[config.mk]
export PLATFORM = sky130hd
export DESIGN_NAME = mem_addr_top
export DESIGN_NICKNAME = d
export VERILOG_FILES = /design/src/mem_addr_pkg.sv /design/src/apb_mem_port.sv /design/src/dram_cycle_ctrl.sv /design/src/mem_addr_mux.sv /design/src/mem_addr_top.sv /design/src/mem_req_fifo.sv
export SDC_FILE = /design/constraint.sdc
export NUM_CORES = 1
export LEC_CHECK = 0
export BUFFER_PORTS_ARGS = -buffer_cell sky130_fd_sc_hd__buf_4
export CORE_MARGIN = 1
export CORE_UTILIZATION = 58
export DETAILED_ROUTE_END_ITERATION = 12
export HOLD_SLACK_MARGIN = 0.12
export PLACE_DENSITY = 0.86
export SLEW_MARGIN = 40
export SYNTH_ARGS = -nofsm -noshare
export SYNTH_HDL_FRONTEND = slang
export SYNTH_SLANG_ARGS = --single-unit
[constraint.sdc]
create_clock -name clk -period 4.1 [get_ports clk]
set_input_delay 0.82 -clock clk [delete_from_list [all_inputs] [get_ports clk]]
set_output_delay 0.82 -clock clk [all_outputs]
set_load 0.02 [all_outputs]
[src/mem_addr_pkg.sv]
/*
 * Memory address path package
 * Bus widths, FIFO sizing, APB register map, cycle controller state
 * codes and the row/column view of the local bus address
 */
package mem_addr_pkg;

  // Local bus and DRAM widths
  localparam int addr_w = 20;  // Word address on the local bus
  localparam int half_w = 10;  // One multiplexed half, also width of aa
  localparam int data_w = 16;  // Write data

  // APB side
  localparam int paddr_w = 4;   // Byte offset into the register block
  localparam int pdata_w = 32;  // APB data bus

  // Request FIFO
  localparam int fifo_depth = 4;
  localparam int ptr_w      = 2;  // Index into fifo_depth entries
  localparam int level_w    = 3;  // Counts 0 to fifo_depth

  // Register offsets
  localparam logic [paddr_w-1:0] reg_addr_off   = 4'h0;  // Address, read/write
  localparam logic [paddr_w-1:0] reg_data_off   = 4'h4;  // Data, write pushes a request
  localparam logic [paddr_w-1:0] reg_status_off = 4'h8;  // Status, read only

  // Status word layout
  localparam int cnt_w      = 16;  // Completed cycle counter in bits 31:16
  localparam int status_pad = pdata_w - cnt_w - level_w - 1;

  // Cycle controller states
  localparam int st_w = 3;
  localparam logic [st_w-1:0] st_idle  = 3'd0;  // Waiting for a request
  localparam logic [st_w-1:0] st_latch = 3'd1;  // Pop and capture both halves
  localparam logic [st_w-1:0] st_ras   = 3'd2;  // Row strobe
  localparam logic [st_w-1:0] st_cas   = 3'd3;  // Column strobe and write
  localparam logic [st_w-1:0] st_pre   = 3'd4;  // Precharge, cycle ends

  // Row sits in the low half, column in the high half
  typedef struct packed {
    logic [half_w-1:0] col;
    logic [half_w-1:0] row;
  } mem_addr_rc_s;

  // Same 20 bits seen flat by the APB port and split by the mux
  typedef union packed {
    logic [addr_w-1:0] flat;
    mem_addr_rc_s      rc;
  } mem_addr_u;

endpackage

[src/apb_mem_port.sv]
/*
 * APB slave for the DRAM write port
 * Holds the address register, turns data writes into FIFO pushes,
 * stalls the host while the FIFO is full and reports status
 */
module apb_mem_port (
  input  logic                                 clk,
  input  logic                                 reset,
  // APB
  input  logic                                 psel,
  input  logic                                 penable,
  input  logic                                 pwrite,
  input  logic [mem_addr_pkg::paddr_w-1:0]     paddr,
  input  logic [mem_addr_pkg::pdata_w-1:0]     pwdata,
  output logic [mem_addr_pkg::pdata_w-1:0]     prdata,
  output logic                                 pready,
  output logic                                 pslverr,
  // FIFO and controller feedback
  input  logic                                 full,
  input  logic [mem_addr_pkg::level_w-1:0]     level,
  input  logic                                 cycle_done,
  input  logic                                 busy,
  // FIFO write side
  output logic                                 push,
  output logic [mem_addr_pkg::addr_w-1:0]      push_addr,
  output logic [mem_addr_pkg::data_w-1:0]      push_data
);

  logic access;      // Access phase of a transfer
  logic off_addr;
  logic off_data;
  logic off_status;
  logic bad_off;     // Offset outside the register map
  logic addr_wr;
  logic data_wr;

  mem_addr_pkg::mem_addr_u          addr_q;    // Address for the next data write
  logic [mem_addr_pkg::cnt_w-1:0]   done_cnt;  // Completed DRAM cycles

  // Decode
  assign access     = psel & penable;
  assign off_addr   = (paddr == mem_addr_pkg::reg_addr_off);
  assign off_data   = (paddr == mem_addr_pkg::reg_data_off);
  assign off_status = (paddr == mem_addr_pkg::reg_status_off);
  assign bad_off    = ~(off_addr | off_data | off_status);

  assign addr_wr = access & pwrite & off_addr;
  assign data_wr = access & pwrite & off_data;

  // Error response, no state is touched on a bad offset
  assign pslverr = access & bad_off;

  // Wait states only while a data write meets a full FIFO
  assign pready = ~(data_wr & full);

  // Request goes out in the access cycle that finds a free slot
  assign push      = data_wr & ~full;
  assign push_addr = addr_q.flat;
  assign push_data = pwdata[mem_addr_pkg::data_w-1:0];

  // Host loads the word address before each data write
  always_ff @(posedge clk) begin
    if (reset) begin
      addr_q.flat <= '0;
    end else if (addr_wr) begin
      addr_q.flat <= pwdata[mem_addr_pkg::addr_w-1:0];
    end
  end

  // One count per finished write cycle, wraps at 16 bits
  always_ff @(posedge clk) begin
    if (reset) begin
      done_cnt <= '0;
    end else if (cycle_done) begin
      done_cnt <= done_cnt + 1'b1;
    end
  end

  // Read data
  always_comb begin
    prdata = '0;  // Data register and bad offsets read zero
    if (off_addr) begin
      prdata[mem_addr_pkg::addr_w-1:0] = addr_q.flat;
    end else if (off_status) begin
      prdata = {done_cnt, {mem_addr_pkg::status_pad{1'b0}}, level, busy};
    end
  end

endmodule

[src/dram_cycle_ctrl.sv]
/*
 * DRAM write cycle controller
 * Pops one request at a time and runs LATCH, RAS, CAS and PRE,
 * driving the strobes and steering the address mux
 */
module dram_cycle_ctrl (
  input  logic                              clk,
  input  logic                              reset,
  // FIFO read side
  input  logic                              empty,
  input  logic [mem_addr_pkg::addr_w-1:0]   pop_addr,
  input  logic [mem_addr_pkg::data_w-1:0]   pop_data,
  output logic                              pop,
  // Power down straight to the mux
  input  logic                              pd4,
  // DRAM pins
  output logic [mem_addr_pkg::half_w-1:0]   aa,
  output logic                              ras_n,
  output logic                              cas_n,
  output logic                              we_n,
  output logic [mem_addr_pkg::data_w-1:0]   dq_out,
  // Status back to the port
  output logic                              cycle_done,
  output logic                              busy
);

  logic [mem_addr_pkg::st_w-1:0]   state;
  logic [mem_addr_pkg::st_w-1:0]   state_nxt;
  logic [mem_addr_pkg::data_w-1:0] data_q;  // Write data held for CAS

  logic in_latch;
  logic in_ras;
  logic in_cas;
  logic in_pre;
  logic bcgnt50;
  logic loen_n;
  logic hien_n;

  assign in_latch = (state == mem_addr_pkg::st_latch);
  assign in_ras   = (state == mem_addr_pkg::st_ras);
  assign in_cas   = (state == mem_addr_pkg::st_cas);
  assign in_pre   = (state == mem_addr_pkg::st_pre);

  // Next state
  always_comb begin
    state_nxt = state;
    case (state)
      mem_addr_pkg::st_idle:  if (!empty) state_nxt = mem_addr_pkg::st_latch;
      mem_addr_pkg::st_latch: state_nxt = mem_addr_pkg::st_ras;
      mem_addr_pkg::st_ras:   state_nxt = mem_addr_pkg::st_cas;
      mem_addr_pkg::st_cas:   state_nxt = mem_addr_pkg::st_pre;
      mem_addr_pkg::st_pre: begin
        // Back to back cycles when more work is queued
        state_nxt = empty ? mem_addr_pkg::st_idle : mem_addr_pkg::st_latch;
      end
      default: state_nxt = mem_addr_pkg::st_idle;  // Unused codes recover
    endcase
  end

  always_ff @(posedge clk) begin
    if (reset) begin
      state <= mem_addr_pkg::st_idle;
    end else begin
      state <= state_nxt;
    end
  end

  // Data taken with the pop, head is valid in LATCH
  always_ff @(posedge clk) begin
    if (in_latch) begin
      data_q <= pop_data;
    end
  end

  // Head leaves the FIFO at the end of LATCH
  assign pop     = in_latch;
  assign bcgnt50 = in_latch;  // Mux grabs both halves on the same edge

  // Mux steering, row during RAS and column during CAS
  assign loen_n = ~in_ras;
  assign hien_n = ~in_cas;

  // Strobes, RAS held low through CAS
  assign ras_n = ~(in_ras | in_cas);
  assign cas_n = ~in_cas;
  assign we_n  = ~in_cas;  // Every cycle is a write

  assign dq_out = in_cas ? data_q : '0;  // Driven only while CAS is low

  assign cycle_done = in_pre;
  assign busy       = (state != mem_addr_pkg::st_idle);

  mem_addr_mux u_mux (
    .clk     (clk),
    .reset   (reset),
    .bcgnt50 (bcgnt50),
    .loen_n  (loen_n),
    .hien_n  (hien_n),
    .pd4     (pd4),
    .lbd     (pop_addr),
    .aa      (aa)
  );

endmodule

[src/mem_addr_mux.sv]
/*
 * DRAM address multiplexer
 * Captures row and column halves of the local bus address on bcgnt50
 * and puts one of them on aa, forced to zero in power-down
 */
module mem_addr_mux (
  input  logic                              clk,
  input  logic                              reset,
  input  logic                              bcgnt50,  // Latch strobe for both halves
  input  logic                              loen_n,   // Row half onto aa
  input  logic                              hien_n,   // Column half onto aa
  input  logic                              pd4,      // Power down
  input  mem_addr_pkg::mem_addr_u           lbd,      // Local bus address
  output logic [mem_addr_pkg::half_w-1:0]   aa        // Multiplexed DRAM address
);

  logic [mem_addr_pkg::half_w-1:0] row_q;    // Low half latch
  logic [mem_addr_pkg::half_w-1:0] col_q;    // High half latch
  logic [mem_addr_pkg::half_w-1:0] row_out;
  logic [mem_addr_pkg::half_w-1:0] col_out;
  logic [mem_addr_pkg::half_w-1:0] bus;      // Shared bus behind the output buffer

  // Both halves taken in the same cycle
  always_ff @(posedge clk) begin
    if (reset) begin
      row_q <= '0;
      col_q <= '0;
    end else if (bcgnt50) begin
      row_q <= lbd.rc.row;
      col_q <= lbd.rc.col;
    end
  end

  // Disabled latch leaves the bus at zero
  assign row_out = loen_n ? '0 : row_q;
  assign col_out = hien_n ? '0 : col_q;

  // Wired together, only one enable is low at a time
  assign bus = row_out | col_out;

  // Output buffer shut off in power-down
  assign aa = pd4 ? '0 : bus;

endmodule

[src/mem_addr_top.sv]
/*
 * DRAM address path top level
 * APB port feeding the request FIFO, drained by the cycle controller
 */
module mem_addr_top (
  input  logic                              clk,
  input  logic                              reset,
  // APB
  input  logic                              psel,
  input  logic                              penable,
  input  logic                              pwrite,
  input  logic [mem_addr_pkg::paddr_w-1:0]  paddr,
  input  logic [mem_addr_pkg::pdata_w-1:0]  pwdata,
  output logic [mem_addr_pkg::pdata_w-1:0]  prdata,
  output logic                              pready,
  output logic                              pslverr,
  // Power down
  input  logic                              pd4,
  // DRAM pins
  output logic [mem_addr_pkg::half_w-1:0]   aa,
  output logic                              ras_n,
  output logic                              cas_n,
  output logic                              we_n,
  output logic [mem_addr_pkg::data_w-1:0]   dq_out
);

  logic                             push;
  logic [mem_addr_pkg::addr_w-1:0]  push_addr;
  logic [mem_addr_pkg::data_w-1:0]  push_data;
  logic                             pop;
  logic [mem_addr_pkg::addr_w-1:0]  pop_addr;
  logic [mem_addr_pkg::data_w-1:0]  pop_data;
  logic                             empty;
  logic                             full;
  logic [mem_addr_pkg::level_w-1:0] level;
  logic                             cycle_done;
  logic                             busy;

  apb_mem_port u_port (
    .clk        (clk),
    .reset      (reset),
    .psel       (psel),
    .penable    (penable),
    .pwrite     (pwrite),
    .paddr      (paddr),
    .pwdata     (pwdata),
    .prdata     (prdata),
    .pready     (pready),
    .pslverr    (pslverr),
    .full       (full),
    .level      (level),
    .cycle_done (cycle_done),
    .busy       (busy),
    .push       (push),
    .push_addr  (push_addr),
    .push_data  (push_data)
  );

  mem_req_fifo u_fifo (
    .clk       (clk),
    .reset     (reset),
    .push      (push),
    .push_addr (push_addr),
    .push_data (push_data),
    .pop       (pop),
    .pop_addr  (pop_addr),
    .pop_data  (pop_data),
    .empty     (empty),
    .full      (full),
    .level     (level)
  );

  dram_cycle_ctrl u_ctrl (
    .clk        (clk),
    .reset      (reset),
    .empty      (empty),
    .pop_addr   (pop_addr),
    .pop_data   (pop_data),
    .pop        (pop),
    .pd4        (pd4),
    .aa         (aa),
    .ras_n      (ras_n),
    .cas_n      (cas_n),
    .we_n       (we_n),
    .dq_out     (dq_out),
    .cycle_done (cycle_done),
    .busy       (busy)
  );

endmodule

[src/mem_req_fifo.sv]
/*
 * Request FIFO
 * Circular buffer of pending address/data pairs between the APB port
 * and the cycle controller, push and pop allowed in one cycle
 */
module mem_req_fifo (
  input  logic                              clk,
  input  logic                              reset,
  input  logic                              push,
  input  logic [mem_addr_pkg::addr_w-1:0]   push_addr,
  input  logic [mem_addr_pkg::data_w-1:0]   push_data,
  input  logic                              pop,
  output logic [mem_addr_pkg::addr_w-1:0]   pop_addr,
  output logic [mem_addr_pkg::data_w-1:0]   pop_data,
  output logic                              empty,
  output logic                              full,
  output logic [mem_addr_pkg::level_w-1:0]  level
);

  localparam int entry_w = mem_addr_pkg::addr_w + mem_addr_pkg::data_w;  // 36 bits

  logic [entry_w-1:0] mem [mem_addr_pkg::fifo_depth];  // Address in upper bits

  logic [mem_addr_pkg::ptr_w-1:0]   wr_ptr;
  logic [mem_addr_pkg::ptr_w-1:0]   rd_ptr;
  logic [mem_addr_pkg::level_w-1:0] count;

  // Head entry, valid whenever not empty
  assign {pop_addr, pop_data} = mem[rd_ptr];

  assign level = count;
  assign empty = (count == '0);
  assign full  = (count == mem_addr_pkg::level_w'(mem_addr_pkg::fifo_depth));

  // Storage
  always_ff @(posedge clk) begin
    if (push) begin
      mem[wr_ptr] <= {push_addr, push_data};
    end
  end

  // Pointers wrap naturally at fifo_depth
  always_ff @(posedge clk) begin
    if (reset) begin
      wr_ptr <= '0;
      rd_ptr <= '0;
      count  <= '0;
    end else begin
      if (push) wr_ptr <= wr_ptr + 1'b1;
      if (pop)  rd_ptr <= rd_ptr + 1'b1;
      case ({push, pop})
        2'b10:   count <= count + 1'b1;
        2'b01:   count <= count - 1'b1;
        default: count <= count;  // Both or neither, level holds
      endcase
    end
  end

endmodule

* After elaboration in Yosys (flattened, before gate mapping) *
Memory sizes are Yosys's and may differ from the RTL's. A register that Yosys moved wholly into a read port is not among the register bits.
Cells that the tools add are included.

storage, ports and cells
  flip-flop bits (word level) = 82
  memory bits (writable) = 144
  input bits = 42
  output and inout bits = 63
  word-level logic and storage cells = 61
  memories = 1

operators by class
  add/subtract/negate cells = 5
  equality and inequality tests = 10
  multiplexer cells = 15
  bitwise gates (word level) = 16
  reductions and logical operators = 5

memories
  memory      words  bits a word  read ports  clocked after Yosys merged registers in  wr ports  line                source
  u_fifo.mem  4      36           1           1                                        1         mem_req_fifo.sv:22  logic [entry_w-1:0] mem [mem_addr_pkg::fifo_depth];

operators with widths
  kind                     number
  $mux W32                 1
  $mux W10                 3
  $mux W20                 1
  $add A16 B1 Y16 const B  1
  $mux W16                 1
  $pmux W3 S5              1
  $mux W12                 1
  $or A10 B10 Y10          1
  $and A1 B1 Y1            7
  $eq A3 B2 Y1 const B     2
  $eq A3 B3 Y1 const B     2
  $logic_not A3 Y1         2
  $pmux W3 S2              1
  $not A1 Y1               5
  $add A2 B1 Y2 const B    2
  $eq A4 B3 Y1 const B     1
  $eq A4 B4 Y1 const B     1
  $logic_not A4 Y1         1
  $mux W2                  2
  $add A3 B1 Y3 const B    1
  $eq A3 B1 Y1 const B     1
  $mux W1                  3
  $mux W3                  1
  $or A1 B1 Y1             3
  6 further kinds          6

* Depth between registers and ports, before layout *
  depth in word-level cells = 6
  gate-level depth with buffers = 11
  depth with buffers taken out = 9

* By module *
From an unflattened synthesis, not the netlist that was laid out.

second synthesis, totals
  cells, all modules = 619
  area total of the unflattened synthesis = 9365.2 um^2

by module, submodules not included
  module           instances  cells each  area an instance (um^2)  seq. area each (um^2)
  mem_req_fifo     1          235         5683.0                   4504.3
  apb_mem_port     1          239         2053.2                   720.7
  mem_addr_mux     1          95          884.6                    400.4
  dram_cycle_ctrl  1          50          744.5                    540.5

* Worst setup path after synthesis *
No wires, ideal clock.

  kind = in2reg
  start point = input port paddr[1] (netlist name)
  end point = memory u_fifo.mem[0][0] (netlist name) (enable)
  library setup time = 397 ps
  arrival = 2799 ps
  data required time = 3703 ps
  setup slack = 905 ps
  stages = 3
  path buffers = 0
  cell sequence = or4b_2 -> nor3b_2 -> and2_1

between the ends
  longest elaborated chain between the ends = 5

ends and longest elaborated chain
  item                           line                source
  start, declared                mem_addr_top.sv:12  input logic [mem_addr_pkg::paddr_w-1:0] paddr,
  $eq A4 B3 Y1                   apb_mem_port.sv:43  assign off_data = (paddr == mem_addr_pkg::reg_data_off);
  $and A1 B1 Y1                  apb_mem_port.sv:48  assign data_wr = access & pwrite & off_data;
  $and A1 B1 Y1                  apb_mem_port.sv:57  assign push = data_wr & ~full;
  $mux W1                        mem_req_fifo.sv:37  if (push) begin
  $mux W1 (not written as such)  mem_req_fifo.sv:38  mem[wr_ptr] <= {push_addr, push_data};
  end, declared                  mem_req_fifo.sv:22

No other way between the ends.

* Final worst setup path *
  start point = register u_ctrl.state[0] (netlist name)
  end point = output port aa[4] (netlist name)

between the ends
  longest elaborated chain between the ends = 4
  elaborated cells between the ends (all ways) = 6
  those cells by class = eq/ne: 2; mux: 3; bitwise: 1

ends and longest elaborated chain
  item                             line                                          source
  start, declared                  dram_cycle_ctrl.sv:27                         logic [mem_addr_pkg::st_w-1:0] state;
  start signal, assigned           dram_cycle_ctrl.sv:62                         state <= mem_addr_pkg::st_idle;
  start signal, assigned           dram_cycle_ctrl.sv:64                         state <= state_nxt;
  $eq A3 B2 Y1 (on tied branches)  dram_cycle_ctrl.sv:40, dram_cycle_ctrl.sv:41
  $mux W10 (on tied branches)      mem_addr_mux.sv:35, mem_addr_mux.sv:36
  $or A10 B10 Y10 (*)              mem_addr_mux.sv:39                            assign bus = row_out | col_out;
  $mux W10 (*)                     mem_addr_mux.sv:42                            assign aa = pd4 ? '0 : bus;
  end, declared                    mem_addr_top.sv:20                            output logic [mem_addr_pkg::half_w-1:0] aa,

Every way passes the cells marked *; elsewhere a longest branch is shown, timed or not.

==> metrics.log <==
[metrics] final period utilization: 72.8%
[metrics] total global routing track utilization: between 20% and 30%
[metrics] Max-slew headroom: about 51%
[metrics] reg-to-reg endpoint: u_fifo.level[2]
[metrics] GPL Wtd Cong: 0.767
[metrics] I/O Buffers: between 90 and 100
[metrics] endpoint of the worst hold path: u_ctrl.u_mux.col_q[1]
[metrics] post-synthesis xor/xnor area fraction: between 1.5 and 2%
[metrics] antenna viol nets, final: 0
[metrics] cell count after placement: 862
[metrics] DR vias/cell: ~6.0
[metrics] dominant combinational cell family by area after synthesis: simple AND/OR/NAND/NOR gates
[metrics] number of warning messages in the yosys log: 0
[metrics] worst clock skew on the final layout: a little over 9 ps
[metrics] GR met3 Demand/Resource: under 10%
[metrics] final-layout worst hold slack: 453 ps
[metrics] busiest layer in global routing: met2
[metrics] most frequent cell on the critical path: buf_4
[metrics] number of enable-type register cells in the synthesized netlist: 160
[metrics] Hold Buf Count CTS: 0
[metrics] shortest clock period the worst path allows after layout: 2980 ps
[metrics] synthesis-to-layout area growth: 17.3%
[metrics] peak supply drop: just under 0.0004 V
[metrics] series of cell instances along the critical path: buf_4, mux2i_1, nor2_1, buf_4
[metrics] fraction of power consumed by the clock network: between 30 and 40%
[metrics] ratio of cells with drive above 1 in the final layout: between 20% and 30%
[metrics] total wire length: approximately 19000 um
[metrics] Starting DRT DRC Count: around 580
[metrics] library cells used by synthesis: just over 40
[metrics] net count after synthesis: between 600 and 700
[metrics] via count of the first global-routing pass: 5454
[metrics] adder and majority cell fraction of the synthesized area: under 10%
[metrics] internal power of the cells: 0.00374 W
[metrics] worst hold path type: flip-flop to flip-flop
[metrics] Reg2Reg Depth: 8
[metrics] cell with the largest stage delay on the worst path: dfxtp_1
[metrics] Total Neg Setup Slack: 0 ps
[metrics] later-pin clock latency in the skew report: roughly 500 ps
[metrics] area leader, netlist: edfxtp_1
[metrics] synthesized-area fraction occupied by ao, oa, aoi and oai cells: 3.98%
[metrics] launching element of the worst setup path: u_ctrl.state[0]
[metrics] fraction of the core area covered by cells at the end of the flow: a little over 70%
[metrics] Inserted Clock Buffers: 22
[metrics] H-tree levels: 1
[metrics] Core Region: between 10000 and 15000 sq um
[metrics] endpoints failing hold: 0
[metrics] Top-Level Pins: about 110
[metrics] average size of a mapped cell: ~15 sq um
[metrics] primary flip-flop cell chosen by synthesis mapping: edfxtp_1
[metrics] antenna fix cells: 0
[metrics] Synth async-reset ratio: 0%
[metrics] root buffer cell: clkbuf_16
[metrics] TritonCTS clock tree: done
[metrics] half-perimeter wire length after detailed placement: 11700 um
[metrics] y dimension of the die: 126 um
[metrics] Setup crit end kind: output pin
[metrics] CTS Sinks: between 200 and 250
[metrics] top-area cell type share of the netlist area: ~54%
[metrics] leak pwr: around 3.6 nW
[metrics] top area cells in the synthesized netlist: edfxtp_1 (54%), dfxtp_1 (15%), mux4_2 (9.1%), nand2_1 (3.8%), a21oi_1 (2.7%)
[metrics] Clock Tree Buf Depth: 3
[metrics] count of vias placed by the detailed router: roughly 5.4k
[metrics] combinational power share: under 10%
[metrics] Worst path max stage delay: about 700 ps
[metrics] Cell Count, Final, Fillers Out: approximately 900
[metrics] number of nets in the finished design: ~750
[metrics] total of flip-flops plus latches after synthesis: between 200 and 250
[metrics] routed length per placed instance: around 21 um
[metrics] number of pins exceeding their max-slew limit in the final report: 0
[metrics] worst setup slack before clock tree synthesis: slightly below 800 ps
[metrics] post-cts sizing count: 0
[metrics] CP startpoint kind: flip-flop
[metrics] source of the worst hold timing path: u_ctrl.u_mux.col_q[1]
[metrics] clock edge transition at the registers on the reported setup and hold paths: 60 ps
[metrics] Hold Path Cell Cnt: 2
[metrics] most common cell after layout, fill and taps aside: edfxtp_1
[metrics] Flop pwr share: 53.3%
[metrics] failing checks: DRC
[metrics] post-synth design cell area: ~8900 sq um
[metrics] share of synthesized area spent on multiplexers: between 10% and 20%
[metrics] number of placement rows: between 40 and 50
[metrics] pin count of the biggest net entering global routing: 68
[metrics] commonest cells after routing, fill and taps aside: edfxtp_1 (160), buf_4 (104), nand2_1 (90)
[metrics] Synth Instances: a little over 600
[metrics] worst reg2reg setup slack: about 1200 ps
[metrics] data arrival time of the worst path: ~2200 ps
[metrics] proportion of synthesized chip area in sequential cells: 69.5%
[metrics] power per cell area: 472 nW/um^2
[metrics] grt ovf: 0
[metrics] CP max FO: 19
[metrics] chip width: about 130 um
[metrics] power dissipated by switching net loads: around 0.0012 W
[metrics] critical path type: flip-flop to output pin
[metrics] maxcap violations: 0
[metrics] Final Worst Setup Slack: 1120 ps
[metrics] number of post-CTS setup repair buffers: 0
[metrics] initial core utilization: 60.3%
[metrics] status: complete, but fails checks
[metrics] Die Outline Area: 15800 sq um
[metrics] Critical R2R Launch: u_ctrl.state[0]
[metrics] final-report setup violation count: 0
[metrics] met2 Resource Use GR: between 40% and 50%
[metrics] switching power share of the total: 23.8%
[metrics] DRC viols: 6
[metrics] fraction of the mapped netlist area in simple logic gates: between 10 and 15%
[metrics] global-route wire length before repair: around 29000 um
[metrics] first-pass detailed-route iteration total: 11
[metrics] number of antenna violations at the first check in global routing: 0
[metrics] fmax: 335 MHz
[metrics] unrepaired setup endpoints after global routing: false
[metrics] endpoint required time on the critical path: approximately 3300 ps
[metrics] Worst Tran Pin Value: between 700 and 800 ps
[metrics] met1 track utilization from global routing: a little under a third
power groups by stage:
stage | registers [W] | logic (W) | clock network, W
3_3_place_gp | 0.00266 | 0.000446 | 0
3_5_place_dp | 0.00266 | 0.000464 | 0
2_1_floorplan | 0.00259 | 0.000385 | 0
6_report | 0.00262 | 0.000470 | 0.00182
4_1_cts | 0.00261 | 0.000471 | 0.00183
5_1_grt | 0.00263 | 0.000499 | 0.00193
per-stage QoR:
| stage | cell area (sq um) | power, W |
|---|---|---|
| after floorplan | 8870 | 0.00297 |
| after global placement | 9740 | 0.00311 |
| after detailed placement | 9740 | 0.00313 |
| after CTS | 10400 | 0.00492 |
| after global routing | 10400 | 0.00505 |
| final | 10400 | 0.00490 |
critical path, delay by kind of cell, from the launching register on:
kind	cells	cell delay [ps]
flops	1	700
buf+inv	2	570
simple gates	1	70
mux	1	300
sequential cells by signal (all words and copies together), names as in the netlist, named ones only:
register and count:
u_ctrl.data_q 16, u_fifo.mem 144, u_fifo.wr_ptr 2, u_port.done_cnt 16
u_ctrl.u_mux.col_q 10, u_fifo.rd_ptr 2, u_fifo.level 3, u_ctrl.state 3
u_port.push_addr 20, u_ctrl.u_mux.row_q 10
cells by family after synthesis:
group | count (synthesis)
buffers and inverters | 45
XOR/XNOR | 16
AND/OR/NAND/NOR | 203
multiplexers | 48
adder cells (fa/ha/maj) | 7
AO/OA/AOI/OAI | 63
flip-flops | 228
synth_stat cells (3+ instances only):
cell and count:
a21oi_1 47, ha_1 6, mux2i_1 12, or3_1 6, buf_2 5, nand2_1 90, nand3_1 4, nor2_1 32
inv_1 9, dfxtp_1 68, clkbuf_1 26, nor4_1 3, and2_1 29, o21ai_0 5, a22o_1 7, xor2_1 9
edfxtp_1 160, mux4_2 36, and3_1 18, xnor2_1 7, nand4_1 6
routing by layer:
| metal | up-vias | wire (um) |
|---|---|---|
| li1 | 2426 | - |
| met1 | 2676 | 7390 |
| met2 | 266 | 9690 |
| met3 | 47 | 1420 |
| met4 | 0 | 758 |
| met5 | - | 0 |
area by class of cell:
type | instances | area [sq um]
multi-input cells | 337 | 2530
fillers | 913 | 4300
repair buffers | 104 | 781
well taps | 184 | 230
clock inverters | 12 | 68.8
flip-flops and latches | 228 | 6170
clock buffers | 28 | 583
inverters | 9 | 33.8
worst max path at each step:
| stage | to | slack (ps) | cells past startpoint |
|---|---|---|---|
| floorplan | u_fifo.mem[0][0] | 900 | 3 |
| global placement | u_fifo.level[2] | 960 | 10 |
| detailed placement | u_fifo.level[2] | 780 | 10 |
| CTS | aa[7] | 670 | 4 |
| global route | aa[7] | 960 | 4 |
| finish | aa[4] | 1120 | 4 |
Power figures use the tool's default switching activity.
